**config.mk**
```make
export PLATFORM = sky130hd
export DESIGN_NAME = fetch_stage
export DESIGN_NICKNAME = d
export VERILOG_FILES = /design/src/design/cpu_pkg.sv /design/src/design/fetch_stage.sv
export SDC_FILE = /design/constraint.sdc
export NUM_CORES = 1
export LEC_CHECK = 0
export CAP_MARGIN = 20
export CORE_ASPECT_RATIO = 1.1
export CORE_MARGIN = 3
export CORE_UTILIZATION = 57
export CTS_BUF_LIST = sky130_fd_sc_hd__clkbuf_16
export CTS_CLUSTER_SIZE = 12
export DETAILED_ROUTE_END_ITERATION = 8
export DONT_BUFFER_PORTS = 1
export PLACE_DENSITY = 0.73
export SLEW_MARGIN = 10
export SYNTH_ARGS = -nofsm -noshare
export SYNTH_HDL_FRONTEND = slang
export SYNTH_SLANG_ARGS = --single-unit
```
**constraint.sdc**
```tcl
create_clock -name clock -period 1.93 [get_ports clock]
set_input_delay 0.386 -clock clock [delete_from_list [all_inputs] [get_ports clock]]
set_output_delay 0.386 -clock clock [all_outputs]
set_load 0.05 [all_outputs]
```
**src/design/cpu_pkg.sv**
```systemverilog
// shared widths, bus commands and enums for the processor, referenced by scoped name
package cpu_pkg;

	////////////////////////////////////////////////////////////
	// widths
	////////////////////////////////////////////////////////////

	// data and address width
	localparam int xlen = 32;

	// one cache line = one memory beat = two instructions
	localparam int line_bits = 64;

	// architectural register index
	localparam int reg_idx_bits = 5;

	// memory transaction tag, zero means refused
	localparam int tag_bits = 4;

	////////////////////////////////////////////////////////////
	// enums
	////////////////////////////////////////////////////////////

	// memory bus command
	typedef enum logic [1:0] {
		bus_none = 2'h0,
		bus_load = 2'h1
	} bus_cmd_e;

	// alu operation picked by decode
	typedef enum logic [2:0] {
		op_add = 3'h0,
		op_sub = 3'h1,
		op_and = 3'h2,
		op_or  = 3'h3,
		op_xor = 3'h4,
		op_lui = 3'h5
	} alu_op_e;

	// sticky status from the rob head
	typedef enum logic [1:0] {
		no_error      = 2'h0,
		illegal_inst  = 2'h1,
		halted_on_wfi = 2'h2
	} error_status_e;

endpackage
```
**src/design/fetch_stage.sv**
```systemverilog
// fetch stage, holds the pc and picks the instruction word out of the cache line
`timescale 1ns/1ns

module fetch_stage (
	input  logic                          clock,
	input  logic                          rst_n,
	input  logic [cpu_pkg::line_bits-1:0] line_data,
	input  logic                          line_valid,
	input  logic                          dispatch_stall,
	output logic [cpu_pkg::xlen-1:0]      fetch_addr,
	output logic [cpu_pkg::xlen-1:0]      inst,
	output logic [cpu_pkg::xlen-1:0]      inst_pc,
	output logic                          inst_valid
);

	logic [cpu_pkg::xlen-1:0] pc;
	logic                     consume;

	// word taken by decode this cycle
	assign consume = inst_valid && !dispatch_stall;

	// no branches, pc only steps by one word
	always_ff @(posedge clock or negedge rst_n) begin
		if (!rst_n) begin
			pc <= '0;
		end else if (consume) begin
			pc <= pc + cpu_pkg::xlen'(4);
		end
	end

	// cache is looked up with the live pc
	assign fetch_addr = pc;

	// pc bit 2 picks upper or lower half of the line
	assign inst       = pc[2] ? line_data[63:32] : line_data[31:0];
	assign inst_pc    = pc;
	assign inst_valid = line_valid;

endmodule

```
Word level (Yosys, flattened, before mapping)
Cells that the tools add are included.
- logic and storage cells: 5
- bits of input ports: 68
- output and inout bits: 97
- register bits after elaboration: 32
- reductions and logical operators: 2
- add/sub/neg operators: 1
- multiplexer cells: 1
- operators by type and width (cell ; number):
    $add A32 B3 Y32 const B ; 1
    $mux W32 ; 1
    $logic_and A1 B1 Y1 ; 1
    $logic_not A1 Y1 ; 1

Logic depth before layout (Yosys ltp)
- word-level depth: 2
- depth in mapped cells: 5
- depth with buffers taken out: 5

Worst setup path after synthesis
Ideal clock, no wire load.
- path type: register to register
- start point: reg pc, in the netlist fetch_addr[4]
- end point: reg pc, in the netlist fetch_addr[31]
- library setup time: 0.140 ns
- slack: -0.404 ns
- data required time: 1.790 ns
- buffers on the path: 1
- arrival: 2.194 ns
- stages on the path, launching flop included: 6
- clock period less this slack: 2.334 ns
- cells stage by stage: dfrtp_1 > nand3_2 > or4_1 > buf_2 > or4b_4 > xnor2_2
- longest elaborated chain between the ends: 1
- ends and longest elaborated chain (what ; RTL line ; RTL):
    start, declared ; fetch_stage.sv:16 ; logic [cpu_pkg::xlen-1:0] pc;
    start signal, assigned ; fetch_stage.sv:27 ; pc <= pc + cpu_pkg::xlen'(4);
    $add A32 B3 Y32 ; fetch_stage.sv:27 ;
No other way between the ends.
A chain may end at the register's enable or synchronous reset.

Worst setup path in the final report
- start point: reg pc, in the netlist fetch_addr[8]
- end point: reg pc, in the netlist fetch_addr[31]
The elaborated chain is that of the path after synthesis.

==> impl_metrics.toml <==
[status]
status = "finished clean"

[global_routing]
grt.total_usage = 0.237
grt_max_degree = 31
overflow = 0
grtUsageMet2 = 0.455
grt_pass1_wl_um = 7480
grt_use_met3 = 0.0788
grt_pass1_vias = 1485
grt_util_met1 = 0.233
antenna_found_initial = 0
busiest_layer = "met2"

[synth]
synth_top_family_by_area = "multiplexers"
synth_compound_area_frac = 0
synth_ff_type = "dfrtp_1"
synth-xor-area-share = 0.130
ys_top_cells_by_area = "dfrtp_1 (37%), mux2_2 (19%), buf_4 (13%), xnor2_1 (7.9%), xor2_1 (4.4%)"
synth_most_common_cell = "buf_4"
netlist.area_leader.share = 0.374
synthSimpleGateAreaFrac = 0.156
ys_ff_latch = 30
synth_top_cell_by_area = "dfrtp_1"
syn_area_per_cell_um2 = 10.6
synth.distinct_cells = 27
synthCells = 190
yosysSeqAreaShare = 0.374
muxShareOfSynthArea = 0.185
synth-async-reset-ratio = 1.00
synth-adder-area-share = 0.00623
syn_area_um2 = 2010
yosys-top-cells-count = "buf_4 (35), mux2_2 (33), dfrtp_1 (30), xnor2_1 (18)"
yosysWarnings = 0
synth_edf_count = 0

[critical_path]
start_kind = "flop"
worstPathRequired_ns = 2.08
crit_fanout = 4
end_kind = "flop"
crit_type = "reg -> reg"
worstPathArrival_ns = 1.95

[route]
drc = 0
routed_wl_um = 5210
vias = 1422
antenna_left = 0
drt_iter0_markers = 42
viasPerCell = 5.78
drtPass1Iterations = 4
wl_per_cell_um = 21.2

[layout]
postLayoutCellArea_um2 = 2300
fin_nets = 268
multiInputGateArea_um2 = 995
drive_above_1_share = 0.475
largest_reg_flops = 30
fin_util = 0.717
final-seq-area_um2 = 766
filler_cell_count = 251
diodes = 0
area_growth_syn_to_layout_pct = 14.5

[placed_design]
place.gp.congestion = 0.819
placed_cell_area_um2 = 2100
portBuffers = 0
hpwl_um = 4140

[timing]
fin_crit_sh = 0.935
drv_slew = 0
post-route-min-period_ns = 1.80
setup-violations-final = 0
hold_ws_ns = 0.321
fin_skew_ns = 0.00623
fmax_mhz = 554
finalHoldViolations = 0
rsz0062_at_grt = "no"

[pwr]
clockPowerShare = 0.239
cellPowerDensity_nw_per_um2 = 1540
total_power_mw = 3.55
comb_power_share = 0.552
leakagePower_nw = 1.07
seqPwrFrac = 0.209
peakVddDrop_mv = 1.06
p_sw_frac = 0.514
power.net_switching_mw = 1.82
intPower_mw = 1.72

[clock_network]
h-tree-depth = 2
cts_buffers = 5
clock_latency_ns = 0.27
postCtsSetupBuffers = 0
cts_tree = "built"
clk_pin_slew_worst_paths_ns = 0.05
clock_tree.buffer_depth = 2
cts_root_buf = "clkbuf_16"
cts_sinks = 30

[floorplan]
ios = 165
die-area_um2 = 4270
die_h_um = 68.3
core_area_um2 = 3210
initial_utilization = 0.626
die_x_um = 62.6
rows = 21

[run]
maxCapViolations = 0

[worst_hold_path]
hp-class = "in -> reg"
[metal layers]
| metal | share of wire | routed length (um) |
|---|---|---|
| met1 | 0.32 | 1680 |
| met2 | 0.57 | 2980 |
| met3 | 0.083 | 433 |
| met4 | 0.022 | 116 |
| met5 | 0 | 0 |
[critical path, stage by stage (launching register included)]
cell and delay (ns):
dfrtp_2 0.37, nand2_2 0.08, or4_1 0.54, or4b_4 0.55, xnor2_2 0.14
[final cells by class]
| cell class | instances | share of cell area |
|---|---|---|
| multi-input cells | 120 | 0.433 |
| flip-flops and latches | 30 | 0.333 |
| repair buffers | 39 | 0.134 |
| clock buffers | 5 | 0.0544 |
| well taps | 46 | 0.0250 |
| clock inverters | 3 | 0.0163 |
| inverters | 3 | 0.00490 |
[timing repair]
item / 4_1_cts / 5_1_grt
hold buffers: 2 / 0
endpoints found under the hold margin: 30 / 0
endpoints found under the setup margin: 0 / 2
resized for setup: 0 / 1
[cell usage in the layout (no fill, tap or decap), types with 2 or more instances in the layout]
cell type  synthesis  routed
conb_1             1       4
inv_1              3       4
dfrtp_1           30      18
nor3_1             4       4
mux2_2            33      33
xor2_1            10      10
nand4_1            7       7
nand2_2            0       2
clkbuf_16          0       5
nand3_1            9       9
nor4_1             2       2
dfrtp_2            0      12
and3_1             6       6
xnor2_1           18      18
and4_1             4       4
nor2_1             3       3
nand2_1           10       8
buf_4             35      37
[metrics by stage]
| step | setup WS (ns) | TNS [ns] | instances |
|---|---|---|---|
| after global routing | 0.0674 | 0 | 246 |
| after CTS | 0.111 | 0 | 246 |
| after global placement | 0.183 | 0 | 236 |
| final | 0.126 | 0 | 246 |
| after floorplan | -0.179 | -0.254 | 193 |
| after detailed placement | 0.131 | 0 | 236 |
[logic make-up (layout without fill, tap and decap cells)]
logic type               Yosys count  in the layout
flip-flops                        30             30
adder cells (fa/ha/maj)            1              1
buffers and inverters             43             50
multiplexers                      33             33
AND/OR/NAND/NOR                   53             53
XOR/XNOR                          29             29
other                              1              4
[power by group through the flow]
stage / Clock [mW] / Combinational (mW) / Sequential [mW]
floorplan: 0 / 1.60 / 0.985
global placement: 0 / 1.93 / 0.747
detailed placement: 0 / 1.94 / 0.754
CTS: 0.860 / 1.97 / 0.744
global route: 0.896 / 2.02 / 0.751
finish: 0.846 / 1.96 / 0.743
[final timing paths]
kind / from / depth (start not counted) / slack (ns) / to
hold / removal: dispatch_stall / 2 / 0.32 / fetch_addr[2]
setup reg to reg: fetch_addr[8] / 4 / 0.13 / fetch_addr[31]
setup / recovery: fetch_addr[8] / 4 / 0.13 / fetch_addr[31]
min in group asynchronous: rst_n / 2 / 0.55 / fetch_addr[30]
hold reg to reg: fetch_addr[3] / 1 / 0.56 / fetch_addr[3]
max in group asynchronous: rst_n / 2 / 1.19 / fetch_addr[5]
Power figures use the tool's default switching activity.
