## src/design/cpu_pkg.sv

```systemverilog
// shared widths, bus commands and enums for the processor, referenced by scoped name
package cpu_pkg;

	////////////////////////////////////////////////////////////
	// widths
	////////////////////////////////////////////////////////////

	// data and address width
	localparam int xlen = 32;

	// one cache line = one memory beat = two instructions
	localparam int line_bits = 64;

	// architectural register index
	localparam int reg_idx_bits = 5;

	// memory transaction tag, zero means refused
	localparam int tag_bits = 4;

	////////////////////////////////////////////////////////////
	// enums
	////////////////////////////////////////////////////////////

	// memory bus command
	typedef enum logic [1:0] {
		bus_none = 2'h0,
		bus_load = 2'h1
	} bus_cmd_e;

	// alu operation picked by decode
	typedef enum logic [2:0] {
		op_add = 3'h0,
		op_sub = 3'h1,
		op_and = 3'h2,
		op_or  = 3'h3,
		op_xor = 3'h4,
		op_lui = 3'h5
	} alu_op_e;

	// sticky status from the rob head
	typedef enum logic [1:0] {
		no_error      = 2'h0,
		illegal_inst  = 2'h1,
		halted_on_wfi = 2'h2
	} error_status_e;

endpackage
```

## src/design/icache.sv

```systemverilog
// instruction cache miss controller, fills lines over the tag/response memory bus
`timescale 1ns/1ns

module icache #(
	parameter int cache_lines = 32
) (
	input  logic                          clock,
	input  logic                          rst_n,
	input  logic [cpu_pkg::xlen-1:0]      fetch_addr,
	output logic [cpu_pkg::line_bits-1:0] line_data,
	output logic                          line_valid,
	output cpu_pkg::bus_cmd_e             mem_command,
	output logic [cpu_pkg::xlen-1:0]      mem_addr,
	input  logic [cpu_pkg::tag_bits-1:0]  mem_response,
	input  logic [cpu_pkg::tag_bits-1:0]  mem_tag,
	input  logic [cpu_pkg::line_bits-1:0] mem_data
);

	localparam int off_bits = $clog2(cpu_pkg::line_bits / 8);
	localparam int idx_bits = $clog2(cache_lines);
	localparam int tag_w    = cpu_pkg::xlen - off_bits - idx_bits;

	// idle -> req (retry until accepted) -> wait (for the tag) -> idle
	typedef enum logic [1:0] {
		st_idle,
		st_req,
		st_wait
	} state_e;

	state_e                       state;
	logic [idx_bits-1:0]          rd_idx;
	logic [idx_bits-1:0]          fill_idx;
	logic [tag_w-1:0]             rd_tag;
	logic [tag_w-1:0]             fill_tag;
	logic [cpu_pkg::tag_bits-1:0] pend_tag;
	logic                         rd_hit;
	logic                         fill_done;

	// address split
	assign rd_idx = fetch_addr[off_bits +: idx_bits];
	assign rd_tag = fetch_addr[cpu_pkg::xlen-1 -: tag_w];

	// returning beat belongs to our fill
	assign fill_done = (state == st_wait) && (mem_tag == pend_tag);

	always_ff @(posedge clock or negedge rst_n) begin
		if (!rst_n) begin
			state <= st_idle;
		end else begin
			case (state)
				st_idle:
					if (!rd_hit) state <= st_req;
				st_req:
					if (mem_response != '0) state <= st_wait;
				st_wait:
					if (fill_done) state <= st_idle;
				default:
					state <= st_idle;
			endcase
		end
	end

	// fill address and accepted tag
	always_ff @(posedge clock) begin
		if (state == st_idle && !rd_hit) begin
			fill_idx <= rd_idx;
			fill_tag <= rd_tag;
		end
		if (state == st_req) pend_tag <= mem_response;
	end

	// request stays up every cycle until memory takes it
	assign mem_command = (state == st_req) ? cpu_pkg::bus_load : cpu_pkg::bus_none;
	assign mem_addr    = {fill_tag, fill_idx, {off_bits{1'b0}}};

	icache_mem #(
		.cache_lines(cache_lines)
	) icache_mem0 (
		.clock  (clock),
		.rst_n  (rst_n),
		.wr_en  (fill_done),
		.wr_idx (fill_idx),
		.wr_tag (fill_tag),
		.wr_data(mem_data),
		.rd_idx (rd_idx),
		.rd_tag (rd_tag),
		.rd_data(line_data),
		.rd_hit (rd_hit)
	);

	assign line_valid = rd_hit;

endmodule

```

## src/design/icache_mem.sv

```systemverilog
// tag, valid and data arrays of the direct-mapped instruction cache, used by icache
`timescale 1ns/1ns

module icache_mem #(
	parameter int cache_lines = 32
) (
	input  logic                                    clock,
	input  logic                                    rst_n,
	input  logic                                    wr_en,
	input  logic [$clog2(cache_lines)-1:0]          wr_idx,
	input  logic [cpu_pkg::xlen-4-$clog2(cache_lines):0] wr_tag,
	input  logic [cpu_pkg::line_bits-1:0]           wr_data,
	input  logic [$clog2(cache_lines)-1:0]          rd_idx,
	input  logic [cpu_pkg::xlen-4-$clog2(cache_lines):0] rd_tag,
	output logic [cpu_pkg::line_bits-1:0]           rd_data,
	output logic                                    rd_hit
);

	// tag keeps whatever is left above index and 8-byte offset
	localparam int tag_w = cpu_pkg::xlen - 3 - $clog2(cache_lines);

	logic [cpu_pkg::line_bits-1:0] data_arr [cache_lines];
	logic [tag_w-1:0]              tag_arr [cache_lines];
	logic [cache_lines-1:0]        valid_arr;

	// only the valid bits need clearing
	always_ff @(posedge clock or negedge rst_n) begin
		if (!rst_n) begin
			valid_arr <= '0;
		end else if (wr_en) begin
			valid_arr[wr_idx] <= 1'b1;
		end
	end

	always_ff @(posedge clock) begin
		if (wr_en) begin
			data_arr[wr_idx] <= wr_data;
			tag_arr[wr_idx]  <= wr_tag;
		end
	end

	// combinational lookup
	assign rd_data = data_arr[rd_idx];
	assign rd_hit  = valid_arr[rd_idx] && (tag_arr[rd_idx] == rd_tag);

endmodule

```

## config.mk

```make
export PLATFORM = sky130hd
export DESIGN_NAME = icache
export DESIGN_NICKNAME = d
export VERILOG_FILES = /design/src/design/cpu_pkg.sv /design/src/design/icache.sv /design/src/design/icache_mem.sv
export SDC_FILE = /design/constraint.sdc
export NUM_CORES = 2
export LEC_CHECK = 0
export BUFFER_PORTS_ARGS = -buffer_cell sky130_fd_sc_hd__buf_2
export CAP_MARGIN = 20
export CORE_MARGIN = 3
export CORE_UTILIZATION = 45
export CTS_CLUSTER_DIAMETER = 60
export DETAILED_ROUTE_END_ITERATION = 8
export PLACE_DENSITY_LB_ADDON = 0.12
export SYNTH_ARGS = -nofsm -noshare
export SYNTH_HDL_FRONTEND = slang
export SYNTH_SLANG_ARGS = --single-unit
```

## constraint.sdc

```tcl
create_clock -name clock -period 6.4 [get_ports clock]
set_input_delay 0.96 -clock clock [delete_from_list [all_inputs] [get_ports clock]]
set_output_delay 0.96 -clock clock [all_outputs]
set_load 0.05 [all_outputs]
```

======== Word-level counts from Yosys, hierarchy flattened ========
Memory sizes are Yosys's and may differ from the RTL's.
Index checks and enable logic that the tools add are counted.
cells by class
  $lt $le $gt $ge ......................... 3
  eq/ne operators ......................... 7
  reduce and logical (&&, ||, !) cells .... 8
  muxes and demuxes ....................... 11
  bitwise logic cells ..................... 1
operator list
  kind                                                         number
  bitwise OR 32 bit                                            1
  equality test 24 bit                                         1
  less-than comparator 5 x 6 -> 1 bit (second input constant)  2
  two-way mux 2 bit                                            3
  inequality test 2 bit (second input constant)                3
  one-hot mux 2 bit (3 select lines)                           1
  binary-select mux 1 bit (select 5 bit)                       1
  demux 1 bit (select 5 bit)                                   1
  >= comparator 5 x 1 -> 1 bit (second input constant)         1
  two-way mux 1 bit                                            5
  equality test 4 bit                                          1
  logical AND 1 bit                                            4
  nonzero test 4 bit                                           1
  AND reduction 3 bit                                          1
  equality test 2 x 1 -> 1 bit (second input constant)         1
  equality test 2 bit (second input constant)                  1
  zero test 2 bit                                              1
  zero test 1 bit                                              1
storage, ports and cells
  bits in registers ....................... 67
  bits of input ports ..................... 106
  memories ................................ 2
  output and inout bits ................... 99
  memory bits (writable) .................. 2816
memory list
  name                  depth  width  rd ports  clocked after Yosys merged registers in  write ports  line              RTL
  icache_mem0.data_arr  32     64     1         0                                        1            icache_mem.sv:22  logic [cpu_pkg::line_bits-1:0] data_arr [cache_lines];
  icache_mem0.tag_arr   32     24     1         0                                        1            icache_mem.sv:23  logic [tag_w-1:0] tag_arr [cache_lines];

======== Depth between registers and ports, before layout ========
  depth in word-level cells ............... 5
  mapped depth ............................ 15

======== Cells and area by module ========
A second synthesis with hierarchy kept.
second synthesis, totals
  cell total of the unflattened synthesis .. 4626
  area, all modules ....................... 109780.3 µm²
modules (own cells, without submodules)
  module      area an instance (µm²)  cells each  instances  seq. area each (µm²)
  icache_mem  108607.9                4573        1          85361.9
  icache      1172.4                  53          1          1041.0

======== Least setup slack after synthesis ========
OpenSTA, ideal clock, no wires.
  kind .................................... input port to flip-flop
  from .................................... in mem_tag[1] (netlist bit)
  to ...................................... reg icache_mem0.valid_arr[24]
  arrival ................................. 6.157 ns
  required time ........................... 6.312 ns
  path slack .............................. 0.155 ns
  path buffers ............................ 0
  stages on the path ...................... 7
  cells stage by stage .................... xor2_1 -> nor4_1 -> and3b_1 -> nor2b_1 -> nand3_1 -> nor2_1 -> or2_2
between the ends
  longest elaborated chain between the ends .. 2
RTL lines
  item                            line              RTL
  start: declaration              icache.sv:15      input logic [cpu_pkg::tag_bits-1:0] mem_tag,
  equality test 4 bit             icache.sv:44      assign fill_done = (state == st_wait) && (mem_tag == pend_tag);
  logical AND 1 bit               icache.sv:44
  end signal: assignment          icache_mem.sv:29  valid_arr <= '0;
  end signal: indexed assignment  icache_mem.sv:31  valid_arr[wr_idx] <= 1'b1;
  end: declaration                icache_mem.sv:24  logic [cache_lines-1:0] valid_arr;
No other way between the ends.
A chain may end at the register's enable or synchronous reset.

======== Worst setup path after layout ========
  from .................................... in fetch_addr[3] (netlist bit)
  to ...................................... out line_valid
between the ends
  longest elaborated chain between the ends .. 3
  elaborated cells between the ends (all ways) .. 5
  those cells by class .................... 1 x eq/ne; 2 x mux; 1 x reduce/logical; 1 x memory
RTL lines
  item                                                                            line              RTL
  start: declaration                                                              icache.sv:9       input logic [cpu_pkg::xlen-1:0] fetch_addr,
  memory (32 x 24 bit) or binary-select mux 1 bit (select 5 bit) (tied branches)  n/a
  equality test 24 bit or two-way mux 1 bit (tied branches)                       icache_mem.sv:44  assign rd_hit = valid_arr[rd_idx] && (tag_arr[rd_idx] == rd_tag);
  logical AND 1 bit (*)                                                           icache_mem.sv:44
  end: declaration                                                                icache.sv:11      output logic line_valid,
Mark *: on every way between the ends. The rest lies on a longest branch, timed or not. The select of a mux whose other input is x is not followed.

==> flow_summary.yaml <==
status:
  outcome: "finished, final reports clean"
sta:
  hold_ws_ns: 0.149
  max_slew_margin: 0.181
  period_share: 0.974
  hold_viol: 0
  setup_viol: 0
  fmaxAchievable_mhz: 160
  finalMaxSlewViolations: 0
  period_minus_slack_ns: 6.23
  skew_ns: 0.0544
  worst_pin_slew_ns: 1.22
  rsz0062_at_grt: "no"
  setup_ws_ns: 0.166
  tns_ns: 0
critical_path:
  critPathLaunchType: "input port"
  reg2regPathDepth: 11
  crit_cells: 14
  worstSetupPathType: "input port to primary output"
  worstPathCellList: "buf_8 -> buf_12 -> buf_4 -> mux4_2 -> nand2_1 -> nand2_1 -> o21ai_0 -> buf_4 -> o22a_1 -> o2111ai_1 -> or4b_1 -> or4_4 -> inv_1 -> buf_2"
  cp.required_ns: 5.44
  critPathMaxStageDelay_ns: 0.69
  crit_fanout: 54
  reg2reg_to: "fill_tag[22]"
  worst_ep_arrival_time_ns: 5.27
  path_delay_family: "buffers and inverters"
  slowest_stage: "o21ai_0"
  r2r_setup_slack_ns: 2.14
  r2r-start: "icache_mem0.tag_arr[31][1]"
  worstSetupEndpointType: "primary output"
  crit_end: "line_valid"
  crit_buf_inv: 6
  worstSetupStartpoint: "fetch_addr[3]"
global_route:
  grt_start_max_net_pins: 126
  grt_pass1_vias: 53016
  grt_pass1_wl_mm: 417
  antenna_found_initial: 31
  overflow: 0
  gr-usage-all-layers: 0.237
placement:
  place_inst: 8025
  dp_slack_ns: 0.195
  hpwl_mm: 149
  io_buffer_count: 197
  place_congestion: 0.765
yosys:
  netlist_area_mm2: 0.110
  syn_inst: 4663
  synth_area_leaders: "edfxtp_1, mux4_2, mux2i_1"
  netlist-cell-type-count: 69
  synth.top_cell.area_share: 0.777
  ys_seq_elements: 2883
  ys.warnings.count: 0
  synthFlopType: "edfxtp_1"
  synth_area_per_cell_um2: 23.6
  seq_area_frac_synth: 0.784
  synth-edff-count: 2849
  ys_async_sr_fraction: 0.0118
  yosys.area.top_type: "edfxtp_1"
cells_and_area:
  fin_nets: 5259
  layout_commonest_cell: "edfxtp_1"
  layout_common_cells: "edfxtp_1, mux4_2, clkbuf_16"
  seqCellArea_mm2: 0.0864
  area_delta_synth_final_pct: 14.5
  multi_input_area_mm2: 0.0228
  fin_cells: 8584
  nFillCells: 18910
  final_layout_size_suffix_gt1_frac: 0.316
clock_tree:
  cts_sinks: 2883
  cts_tree: "built"
  post_cts_buffers: 0
  cts.path.max_buffers: 4
  numCtsBuffers: 317
  hold_buffers: 0
  path_clk_slew_ns: 0.06
  cts.htree.levels: 5
  cts_root_buffer: "clkbuf_16"
  clock_latency_ns: 0.93
  cts_resized: 0
drt:
  wirelength_mm: 296
  drc: 0
  ant_nets: 0
  drt_iter0_drc: 6170
  num_vias: 52398
  viasPerCell: 6.10
  firstDrtPassIters: 5
  wl_per_cell_um: 34.5
die:
  io_pins: 205
  start_util: 0.452
  core_mm2: 0.243
  die_w_um: 501
  row_count: 181
  dieArea_mm2: 0.251
  die_h_um: 501
flow_run:
  drv_cap: 0
pwr:
  ir_drop_uv: 273
  leakage_nw: 40.2
  p_per_area_mw_per_mm2: 328
worst_hold_path:
  hold_path_class: "input port to asynchronous set/reset pin"
==> final cells by class <==
class                      instances  area share
antenna                           11    0.000218
tap                             3202      0.0318
inverter                           7    0.000327
timing repair buffer             409      0.0273
clock buffer                     396      0.0661
multi-input combinational       1535       0.180
sequential                      2883       0.685
clock inverter                   141     0.00898
==> where the power goes <==
group / switching (W) / total [W] / internal, W / leakage [nW]
logic: 0.00192 / 0.00285 / 0.000934 / 9.48
clock network: 0.00712 / 0.0170 / 0.00987 / 4.64
registers: 0.000212 / 0.0216 / 0.0214 / 26.1
total: 0.00926 / 0.0414 / 0.0322 / 40.2
==> synthesized netlist by cell type, types with 3 or more instances <==
cell type,number
nand4_1,4
xnor2_1,16
a221oi_1,18
or2_2,36
o31ai_1,3
a211oi_1,7
and3_1,6
edfxtp_1,2849
nand3_1,16
o211ai_1,5
mux4_1,9
a22oi_1,18
clkbuf_1,109
o22ai_1,10
nor4_1,4
a21oi_1,16
o2111ai_1,6
xor2_1,15
buf_1,23
nand2b_1,13
a2111oi_0,4
buf_2,70
mux2i_1,103
inv_1,5
buf_12,3
mux2_2,18
and2_1,7
a32oi_1,6
buf_6,10
nor3_1,5
nor2_1,61
o21ai_0,19
mux4_2,787
nor2b_1,20
buf_4,25
nand2_1,252
dfrtp_1,34
a22o_1,9
a31oi_1,3
==> cell families after synthesis <==
kind of cell,synth area share
compound gates,0.00985
flops,0.784
buf+inv,0.0113
xor+xnor,0.00246
simple gates,0.0177
other cells,0.0000340
mux,0.174
==> routing by layer <==
| metal | part of all wire | vias to the layer above | wire length (um) | global-route usage |
|---|---|---|---|---|
| li1 | - | 20889 | - | - |
| met1 | 0.44 | 29157 | 130000 | 0.358 |
| met2 | 0.47 | 1933 | 140000 | 0.369 |
| met3 | 0.066 | 409 | 19500 | 0.0363 |
| met4 | 0.020 | 10 | 5820 | 0.0500 |
| met5 | 0.00024 | - | 70 | 0 |
==> sequential cells by signal, summed over array words and instances (netlist names) <==
signal                 count
icache_mem0.data_arr    2048
state                      2
pend_tag                   4
fill_tag                  24
icache_mem0.tag_arr      768
icache_mem0.valid_arr     32
fill_idx                   5
==> per-stage QoR <==
| stage | utilization | cell area (um2) | total power (W) |
|---|---|---|---|
| final | 0.518 | 126000 | 0.0414 |
| after global routing | 0.518 | 126000 | 0.0427 |
| after detailed placement | 0.478 | 116000 | 0.0248 |
| after global placement | 0.478 | 116000 | 0.0247 |
| after CTS | 0.517 | 126000 | 0.0417 |
| after floorplan | - | 110000 | 0.0236 |
==> worst min path at each step <==
stage | slack, ns | endpoint | start | cells past startpoint
6_report | 0.15 | state[0] | rst_n | 1
5_1_grt | 0.16 | state[0] | rst_n | 1
4_1_cts | 0.10 | state[0] | rst_n | 1
3_5_place_dp | 0.45 | icache_mem0.valid_arr[10] | icache_mem0.valid_arr[10] | 1
3_3_place_gp | 0.45 | icache_mem0.valid_arr[29] | icache_mem0.valid_arr[29] | 1
2_1_floorplan | 0.43 | icache_mem0.valid_arr[10] | icache_mem0.valid_arr[10] | 1
No activity file was read; power rests on OpenSTA's default activity.
