==> src/design/cpu_pkg.sv <==
// shared widths, bus commands and enums for the processor, referenced by scoped name
package cpu_pkg;

	////////////////////////////////////////////////////////////
	// widths
	////////////////////////////////////////////////////////////

	// data and address width
	localparam int xlen = 32;

	// one cache line = one memory beat = two instructions
	localparam int line_bits = 64;

	// architectural register index
	localparam int reg_idx_bits = 5;

	// memory transaction tag, zero means refused
	localparam int tag_bits = 4;

	////////////////////////////////////////////////////////////
	// enums
	////////////////////////////////////////////////////////////

	// memory bus command
	typedef enum logic [1:0] {
		bus_none = 2'h0,
		bus_load = 2'h1
	} bus_cmd_e;

	// alu operation picked by decode
	typedef enum logic [2:0] {
		op_add = 3'h0,
		op_sub = 3'h1,
		op_and = 3'h2,
		op_or  = 3'h3,
		op_xor = 3'h4,
		op_lui = 3'h5
	} alu_op_e;

	// sticky status from the rob head
	typedef enum logic [1:0] {
		no_error      = 2'h0,
		illegal_inst  = 2'h1,
		halted_on_wfi = 2'h2
	} error_status_e;

endpackage
==> src/design/decode_stage.sv <==
// decode stage with register file and busy scoreboard, dispatches to rob and alu
`timescale 1ns/1ns

module decode_stage (
	input  logic                             clock,
	input  logic                             rst_n,
	input  logic [cpu_pkg::xlen-1:0]         inst,
	input  logic [cpu_pkg::xlen-1:0]         inst_pc,
	input  logic                             inst_valid,
	output logic                             dispatch_stall,
	input  logic                             rob_full,
	output logic                             dispatch_valid,
	output logic [cpu_pkg::reg_idx_bits-1:0] disp_dest,
	output logic                             disp_wr,
	output logic                             disp_illegal,
	output logic                             disp_halt,
	output logic [cpu_pkg::xlen-1:0]         disp_pc,
	output cpu_pkg::alu_op_e                 alu_op,
	output logic [cpu_pkg::xlen-1:0]         opa,
	output logic [cpu_pkg::xlen-1:0]         opb,
	input  logic                             commit_wr_en,
	input  logic [cpu_pkg::reg_idx_bits-1:0] commit_wr_idx,
	input  logic [cpu_pkg::xlen-1:0]         commit_wr_data
);

	localparam int nregs = 2 ** cpu_pkg::reg_idx_bits;

	// rv32 major opcodes in the subset
	localparam logic [6:0] rv_op     = 7'b0110011;
	localparam logic [6:0] rv_op_imm = 7'b0010011;
	localparam logic [6:0] rv_lui    = 7'b0110111;
	localparam logic [6:0] rv_system = 7'b1110011;
	localparam logic [31:0] wfi_word = 32'h10500073;

	logic [cpu_pkg::xlen-1:0]         regs [nregs];
	logic [nregs-1:0]                 busy;
	logic [cpu_pkg::reg_idx_bits-1:0] rs1;
	logic [cpu_pkg::reg_idx_bits-1:0] rs2;
	logic [cpu_pkg::xlen-1:0]         rs1_val;
	logic [cpu_pkg::xlen-1:0]         rs2_val;
	logic [cpu_pkg::xlen-1:0]         imm;
	logic                             use_imm;
	logic                             uses_rs1;
	logic                             uses_rs2;
	logic                             writes;
	logic                             hazard;

	assign rs1       = inst[19:15];
	assign rs2       = inst[24:20];
	assign disp_dest = inst[11:7];
	assign disp_pc   = inst_pc;

	////////////////////////////////////////////////////////////
	// instruction decode
	////////////////////////////////////////////////////////////

	always_comb begin
		alu_op       = cpu_pkg::op_add;
		imm          = '0;
		use_imm      = 1'b0;
		uses_rs1     = 1'b0;
		uses_rs2     = 1'b0;
		writes       = 1'b0;
		disp_illegal = 1'b0;
		disp_halt    = 1'b0;
		case (inst[6:0])
			rv_op: begin
				uses_rs1 = 1'b1;
				uses_rs2 = 1'b1;
				writes   = 1'b1;
				// funct7 and funct3 together
				case ({inst[31:25], inst[14:12]})
					{7'h00, 3'b000}: alu_op = cpu_pkg::op_add;
					{7'h20, 3'b000}: alu_op = cpu_pkg::op_sub;
					{7'h00, 3'b111}: alu_op = cpu_pkg::op_and;
					{7'h00, 3'b110}: alu_op = cpu_pkg::op_or;
					{7'h00, 3'b100}: alu_op = cpu_pkg::op_xor;
					default: begin
						writes       = 1'b0;
						disp_illegal = 1'b1;
					end
				endcase
			end
			rv_op_imm: begin
				// only addi
				if (inst[14:12] == 3'b000) begin
					uses_rs1 = 1'b1;
					writes   = 1'b1;
					use_imm  = 1'b1;
					imm      = {{20{inst[31]}}, inst[31:20]};
				end else begin
					disp_illegal = 1'b1;
				end
			end
			rv_lui: begin
				alu_op  = cpu_pkg::op_lui;
				writes  = 1'b1;
				use_imm = 1'b1;
				imm     = {inst[31:12], 12'b0};
			end
			rv_system: begin
				if (inst == wfi_word) disp_halt = 1'b1;
				else disp_illegal = 1'b1;
			end
			default: disp_illegal = 1'b1;
		endcase
	end

	// x0 writes travel but never set busy or commit
	assign disp_wr = writes && (disp_dest != '0);

	// x0 reads as zero
	assign rs1_val = (rs1 == '0) ? '0 : regs[rs1];
	assign rs2_val = (rs2 == '0) ? '0 : regs[rs2];
	assign opa     = rs1_val;
	assign opb     = use_imm ? imm : rs2_val;

	// raw on sources, plus waw on dest so an older commit cannot clear a younger busy bit
	assign hazard = (uses_rs1 && busy[rs1]) || (uses_rs2 && busy[rs2]) ||
		(disp_wr && busy[disp_dest]);

	assign dispatch_stall = inst_valid && (hazard || rob_full);
	assign dispatch_valid = inst_valid && !dispatch_stall;

	////////////////////////////////////////////////////////////
	// register file and scoreboard
	////////////////////////////////////////////////////////////

	always_ff @(posedge clock or negedge rst_n) begin
		if (!rst_n) begin
			regs <= '{default: '0};
			busy <= '0;
		end else begin
			if (commit_wr_en) begin
				regs[commit_wr_idx] <= commit_wr_data;
				busy[commit_wr_idx] <= 1'b0;
			end
			// new writer wins over a same-cycle clear
			if (dispatch_valid && disp_wr) busy[disp_dest] <= 1'b1;
		end
	end

endmodule

==> config.mk <==
export PLATFORM = sky130hd
export DESIGN_NAME = decode_stage
export DESIGN_NICKNAME = d
export VERILOG_FILES = /design/src/design/cpu_pkg.sv /design/src/design/decode_stage.sv
export SDC_FILE = /design/constraint.sdc
export NUM_CORES = 2
export LEC_CHECK = 0
export BUFFER_PORTS_ARGS = -buffer_cell sky130_fd_sc_hd__buf_2
export CAP_MARGIN = 0
export CORE_UTILIZATION = 55
export CTS_CLUSTER_DIAMETER = 100
export DETAILED_ROUTE_END_ITERATION = 12
export PLACE_DENSITY = 0.78
export RECOVER_POWER = 50
export REMOVE_ABC_BUFFERS = 1
export SLEW_MARGIN = 20
export SYNTH_ARGS = -nofsm -noshare
export SYNTH_HDL_FRONTEND = slang
export SYNTH_SLANG_ARGS = --single-unit
export TNS_END_PERCENT = 50
==> constraint.sdc <==
create_clock -name clock -period 2.4 [get_ports clock]
set_clock_uncertainty 0.15 [all_clocks]
set_input_delay 0 -clock clock [delete_from_list [all_inputs] [get_ports clock]]
set_output_delay 0 -clock clock [all_outputs]
set_load 0.1 [all_outputs]
; ---- Word-level counts from Yosys, hierarchy flattened
; Index checks and enable logic that the tools add are counted.
[op_classes]
n_reduce_logical = 20
n_eq_ne = 9
n_bitwise = 6
mux = 40
magnitude_cmp = 10
[ops]
columns = operator, n
row1 = $bwmux W1024, 1
row2 = $mux W32, 11
row3 = $bmux W32 S5, 2
row4 = $demux W32 S5, 1
row5 = $pmux W32 S2, 1
row6 = $and A32 B32 Y32, 1
row7 = $eq A32 B29 Y1 const B, 1
row8 = $not A32 Y32, 1
row9 = $or A32 B32 Y32, 1
row10 = $eq A10 B3 Y1 const B, 3
row11 = $lt A5 B6 Y1 const B, 4
row12 = $ge A6 B6 Y1 const B, 3
row13 = $not A5 Y6, 3
row14 = $bmux W1 S5, 3
row15 = $eq A7 B6 Y1 const B, 2
row16 = $mux W1, 13
row17 = $pmux W3 S4, 1
row18 = $demux W1 S5, 2
row19 = $eq A10 B9 Y1 const B, 1
row20 = $ge A5 B1 Y1 const B, 2
row21 = $logic_and A1 B1 Y1, 10
row22 = $logic_not A10 Y1, 1
row23 = $logic_not A5 Y1, 2
row24 = $eq A7 B5 Y1 const B, 1
row25 = other kinds (11), 14
[totals]
elab_cells = 118
ff_bits = 1056
out_inout_bits = 109
in_bits = 106

; ---- Logic depth before layout (Yosys ltp)
[logic_depth]
word_depth = 13
ltp_mapped = 10
mapped_depth_nobuf = 6

; ---- Worst setup path before layout
; No wires, ideal clock.
[synth_timing]
kind = register to output
startpoint = register busy[6]
endpoint = output dispatch_valid
path_slack_ps = -2247
path_buffers = 1
stages_incl_launch_ff = 7
arrival_time_ps = 4497
path_cell_list = dfrtp_1 > mux4_2 > nor2b_1 > a2111oi_4 > o41ai_4 > buf_2 > nor4_1
[synth_via]
elab_chain_cells = 9
elab_cells_between_ends = 15
[synth_lines]
columns = item, line_no
row1 = "start, declared", decode_stage.sv:36  ; logic [nregs-1:0] busy;
row2 = "start signal, assigned", decode_stage.sv:132  ; busy <= '0;
row3 = "start signal, assigned by index", decode_stage.sv:136  ; busy[commit_wr_idx] <= 1'b0;
row4 = "start signal, assigned by index", decode_stage.sv:139  ; if (dispatch_valid && disp_wr) busy[disp_dest] <= 1'b1;
row5 = $bmux W1 S5, decode_stage.sv:119  ; assign hazard = (uses_rs1 && busy[rs1]) || (uses_rs2 && busy[rs2]) ||
row6 = $mux W1 (not written as such), decode_stage.sv:119
row7 = $logic_and A1 B1 Y1, decode_stage.sv:119
row8 = $logic_or A1 B1 Y1, decode_stage.sv:119
row9 = $logic_or A1 B1 Y1 (*), decode_stage.sv:119
row10 = $logic_or A1 B1 Y1 (*), decode_stage.sv:122  ; assign dispatch_stall = inst_valid && (hazard || rob_full);
row11 = $logic_and A1 B1 Y1 (*), decode_stage.sv:122
row12 = $logic_not A1 Y1 (*), decode_stage.sv:123  ; assign dispatch_valid = inst_valid && !dispatch_stall;
row13 = $logic_and A1 B1 Y1 (*), decode_stage.sv:123
row14 = "end, declared", decode_stage.sv:12  ; output logic dispatch_valid,
; Every way passes the cells marked *; elsewhere a longest branch is shown, timed or not. The select of a mux whose other input is x is not followed.

; ---- Final worst setup path
[layout_timing]
startpoint = register regs[24] (netlist bit)
endpoint = output opb[24] (netlist bit)
[layout_via]
elab_chain_cells = 5
[layout_lines]
columns = item, line_no
row1 = "start, declared", decode_stage.sv:35  ; logic [cpu_pkg::xlen-1:0] regs [nregs];
row2 = "start signal, assigned by index", decode_stage.sv:135  ; regs[commit_wr_idx] <= commit_wr_data;
row3 = $bmux W32 S5, decode_stage.sv:114  ; assign rs2_val = (rs2 == '0) ? '0 : regs[rs2];
row4 = $mux W32 (not written as such) (2 in series), decode_stage.sv:114
row5 = $mux W32, decode_stage.sv:114
row6 = $mux W32, decode_stage.sv:116  ; assign opb = use_imm ? imm : rs2_val;
row7 = "end, declared", decode_stage.sv:20  ; output logic [cpu_pkg::xlen-1:0] opb,
; Every way passes these cells. The select of a mux whose other input is x is not followed.

==> flow_summary.html <==
<table>
<tr><th>Metric</th><th>Value</th></tr>
<tr><th colspan="2">Timing</th></tr>
<tr><td>Worst setup margin</td><td>-524 ps</td></tr>
<tr><td>Fin crit period</td><td>2920 ps</td></tr>
<tr><td>Worst-Margin Slew</td><td>1170 ps</td></tr>
<tr><td>Max Clk Rate</td><td>approximately 0.34 GHz</td></tr>
<tr><td>Worst slew margin relative to its limit</td><td>0.220</td></tr>
<tr><td>Post-route fraction of the period consumed by the critical path</td><td>1.22</td></tr>
<tr><td>Count of endpoints failing hold in the final timing report</td><td>0</td></tr>
<tr><td>RSZ-0062 raised after global routing</td><td>yes</td></tr>
<tr><td>Setup TNS</td><td>-25,310 ps</td></tr>
<tr><td>Max-slew violations</td><td>0</td></tr>
<tr><td>Setup violation total in the final timing report</td><td>80</td></tr>
<tr><th colspan="2">Worst setup path</th></tr>
<tr><td>Data required time of the worst path</td><td>between 2000 and 2500 ps</td></tr>
<tr><td>Critical path's largest stage delay</td><td>530 ps</td></tr>
<tr><td>CP max FO</td><td>3</td></tr>
<tr><td>Worst path arrival time</td><td>2770 ps</td></tr>
<tr><td>Sequence of cells on the critical path</td><td>mux4_2, mux4_2, nor2b_4, o21ai_1, buf_4, nand2_4, buf_12</td></tr>
<tr><td>Startpoint type of the worst setup path</td><td>flop</td></tr>
<tr><td>Type of the worst setup path</td><td>reg2out</td></tr>
<tr><td>Cell type of the slowest stage on the worst timing path</td><td>mux4_2</td></tr>
<tr><td>Top cell by count, worst path</td><td>mux4_2</td></tr>
<tr><td>Worst Setup End Kind</td><td>output port</td></tr>
<tr><th colspan="2">Placement</th></tr>
<tr><td>Post-Place Setup Slack</td><td>-211 ps</td></tr>
<tr><td>DP HPWL</td><td>106,000 um</td></tr>
<tr><td>Placed Instances</td><td>4,994</td></tr>
<tr><td>Port Buffer Count</td><td>150</td></tr>
<tr><td>Routability congestion estimate</td><td>approximately 0.91</td></tr>
<tr><th colspan="2">Flow run</th></tr>
<tr><td>Max capacitance violation total</td><td>0</td></tr>
<tr><th colspan="2">Global routing</th></tr>
<tr><td>Total global-route track usage</td><td>0.339</td></tr>
<tr><td>Maximum number of pins on one net before global-route repair</td><td>between 100 and 150</td></tr>
<tr><td>Vias in the first global route</td><td>between 30,000 and 40,000</td></tr>
<tr><td>Number of antenna violations at the first check in global routing</td><td>5</td></tr>
<tr><td>Global-route wire length before repair</td><td>264,000 um</td></tr>
<tr><td>Grt total ovfl</td><td>0</td></tr>
<tr><th colspan="2">Yosys</th></tr>
<tr><td>Post-synthesis average cell area</td><td>between 15 and 20 um^2</td></tr>
<tr><td>Number of enable flip-flop cells after synthesis</td><td>0</td></tr>
<tr><td>Number of distinct library cells after synthesis</td><td>50</td></tr>
<tr><td>Synth warnings</td><td>0</td></tr>
<tr><td>Synthesized instance count</td><td>3,590</td></tr>
<tr><td>Proportion of synthesized flip-flops having asynchronous set or reset</td><td>1.00</td></tr>
<tr><td>Top_reg_cell synth</td><td>dfrtp_1</td></tr>
<tr><td>Sequential-to-total area share from yosys stat</td><td>0.461</td></tr>
<tr><td>Register bit total from synthesis</td><td>about 1,100</td></tr>
<tr><td>Post-Syn Area</td><td>approximately 57,000 um^2</td></tr>
<tr><th colspan="2">Drt</th></tr>
<tr><td>Vias per cell</td><td>between 7 and 8</td></tr>
<tr><td>Number of nets with antenna violations after detailed routing</td><td>0</td></tr>
<tr><td>Post-route DRC</td><td>0</td></tr>
<tr><td>DRT Wirelength</td><td>between 150,000 and 200,000 um</td></tr>
<tr><td>Detail-routed net length per standard cell</td><td>33.1 um</td></tr>
<tr><td>Via count</td><td>~38,000</td></tr>
<tr><td>Detailed-router iteration count before antenna repair</td><td>8</td></tr>
<tr><td>Number of violations reported at the end of detailed-routing iteration 0</td><td>around 4,500</td></tr>
<tr><th colspan="2">Pwr</th></tr>
<tr><td>Power share of the sequential group</td><td>0.416</td></tr>
<tr><td>Maximum vdd drop</td><td>602 uV</td></tr>
<tr><td>Net switching power</td><td>17.1 mW</td></tr>
<tr><td>Internal power</td><td>40.1 mW</td></tr>
<tr><td>Power per standard cell area</td><td>~840 nW/um^2</td></tr>
<tr><td>Leakage power</td><td>29.2 nW</td></tr>
<tr><td>Switching part of the total</td><td>0.299</td></tr>
<tr><td>Clock power frac</td><td>0.313</td></tr>
<tr><td>Combinational power share</td><td>0.271</td></tr>
<tr><th colspan="2">Floorplan</th></tr>
<tr><td>Overall die height</td><td>325 um</td></tr>
<tr><td>Placeable Area</td><td>103,000 um^2</td></tr>
<tr><td>Die area</td><td>106,000 um^2</td></tr>
<tr><td>Die X-Extent</td><td>325 um</td></tr>
<tr><td>Number of placement rows</td><td>118</td></tr>
<tr><td>Starting utilization of the core area</td><td>0.554</td></tr>
<tr><td>Number of top-level design ports</td><td>215</td></tr>
<tr><th colspan="2">Clock tree</th></tr>
<tr><td>Count of clock tree sinks</td><td>1,056</td></tr>
<tr><td>Clock transition at the registers of the reported paths</td><td>60 ps</td></tr>
<tr><td>CTS Buf Count</td><td>107</td></tr>
<tr><td>Htree depth</td><td>3</td></tr>
<tr><td>Clock latency on the worst-skew pair</td><td>690 ps</td></tr>
<tr><td>Root buffer cell</td><td>clkbuf_16</td></tr>
<tr><td>TritonCTS clock tree</td><td>yes</td></tr>
<tr><td>Maximum buffer depth of the clock tree</td><td>3</td></tr>
<tr><th colspan="2">Cells and area</th></tr>
<tr><td>Non-filler instance count after layout</td><td>between 5,000 and 6,000</td></tr>
<tr><td>Number of filler instances in the final layout</td><td>6,899</td></tr>
<tr><td>P&amp;R area growth vs syn</td><td>18.4%</td></tr>
<tr><td>Ratio of cells with drive above 1 in the final layout</td><td>0.620</td></tr>
<tr><td>Layout Nets</td><td>roughly 3,900</td></tr>
<tr><th colspan="2">Outcome</th></tr>
<tr><td>Status</td><td>complete, but fails checks</td></tr>
<tr><td>Violations in the final reports</td><td>setup timing</td></tr>
<tr><th colspan="2">Hold path</th></tr>
<tr><td>Type of the tightest min-delay check</td><td>in2reg</td></tr>
</table>
## state kept, by name (all words and copies together), names as in the netlist
name / cells
busy: 32
regs: 1024
## timing repair
| action | in CTS | in global routing |
|---|---|---|
| pin swaps | 7 | 9 |
| buffers inserted | 6 | 16 |
| hold buffers | 94 | 0 |
| hold endpoints to repair | 2144 | 0 |
| gates resized for setup | 197 | 49 |
| endpoints found under the setup margin | 66 | 85 |
## synthesized netlist by cell type, drive strengths merged (6+ instances only)
cell / count / area, um^2
a21oi: 21 / 105
and3: 7 / 43.8
buf: 232 / 1210
clkbuf: 187 / 702
dfrtp: 1056 / 26400
mux2: 1029 / 11600
mux2i: 86 / 861
mux4: 653 / 14700
nand2: 54 / 203
nand2b: 6 / 37.5
nand4: 34 / 213
nor2: 63 / 236
nor3: 13 / 70.1
nor3b: 9 / 67.6
o21ai: 81 / 405
## per-layer routing
layer,vias to the layer above,track usage,part of all wire
met1,20392,0.484,0.39
met2,2259,0.502,0.46
li1,14561,-,-
met5,-,0,0.00023
met4,6,0.142,0.045
met3,490,0.0804,0.11
## critical path, delay by kind of cell (launching register included)
family                 cells  cell delay [ps]
AO/OA/AOI/OAI              1              130
AND/OR/NAND/NOR            2              210
multiplexers               2             1020
buffers and inverters      2              320
flip-flops                 1              400
## logic make-up (layout without fill, tap and decap cells)
logic type / count (synthesis) / in the layout / share of synthesized area
compound gates: 123 / 123 / 0.0125
other cells: 0 / 4 / 0
flops: 1056 / 1056 / 0.461
simple gates: 220 / 220 / 0.0195
mux: 1768 / 1768 / 0.474
buf+inv: 423 / 760 / 0.0336
## worst paths after layout
kind	cells past startpoint	to	start	slack, ps
hold reg to reg	1	regs[831]	regs[831]	370
min in group asynchronous	4	regs[814]	rst_n	1030
max in group asynchronous	4	regs[379]	rst_n	-220
hold / removal	6	busy[6]	inst[7]	40
setup reg to reg	8	busy[11]	busy[20]	50
setup / recovery	7	opb[24]	regs[24]	-520
## stage by stage
step                hold slack, ps  instance area (um^2)  utilization  power (mW)
floorplan                     -446                 55400            -        33.1
global placement              -176                 62300        0.602        37.4
detailed placement            -182                 62300        0.602        38.0
CTS                           55.1                 67800        0.655        56.9
global route                   107                 67900        0.656        59.0
finish                        38.4                 67900        0.656        57.1
## cells in the final DEF (no fill, tap or decap), drive strengths merged, types with 2 or more instances in the layout
| cell | instances |
|---|---|
| nand3 | 4 |
| mux2i | 86 |
| nor4 | 2 |
| a21oi | 21 |
| a311oi | 2 |
| mux4 | 653 |
| clkbuf | 187 |
| nor3b | 9 |
| and2 | 2 |
| clkinvlp | 4 |
| nor2b | 3 |
| dfrtp | 1056 |
| nand3b | 5 |
| and3 | 7 |
| diode | 4 |
| nor4b | 4 |
| inv | 7 |
| and3b | 3 |
| nor3 | 13 |
| o21ai | 81 |
| a21o | 2 |
| bufinv | 10 |
| mux2 | 1029 |
| nor2 | 63 |
| nand4 | 34 |
| nand2b | 6 |
| dlygate4sd3 | 93 |
| buf | 436 |
| nand2 | 54 |
| or3 | 2 |
| a22oi | 5 |
| clkinv | 22 |
| or2 | 4 |
## layout make-up
class / instances / area [um^2] / area share
sequential: 1056 / 26400 / 0.389
clock buffer: 159 / 3290 / 0.0484
timing repair buffer: 558 / 6270 / 0.0923
multi-input combinational: 2111 / 29700 / 0.437
antenna: 4 / 10.0 / 0.000147
clock inverter: 39 / 489 / 0.00720
tap: 1380 / 1730 / 0.0254
inverter: 4 / 20.0 / 0.000295
## power by group through the flow
stage | Sequential, mW | Clock (mW) | Combinational, mW
after floorplan | 23.0 | 0 | 10.2
after global placement | 23.6 | 0 | 13.8
after detailed placement | 23.9 | 0 | 14.1
after CTS | 23.6 | 18.0 | 15.3
after global routing | 24.2 | 18.7 | 16.2
final | 23.8 | 17.9 | 15.5
(Power assumes the default switching activity.)
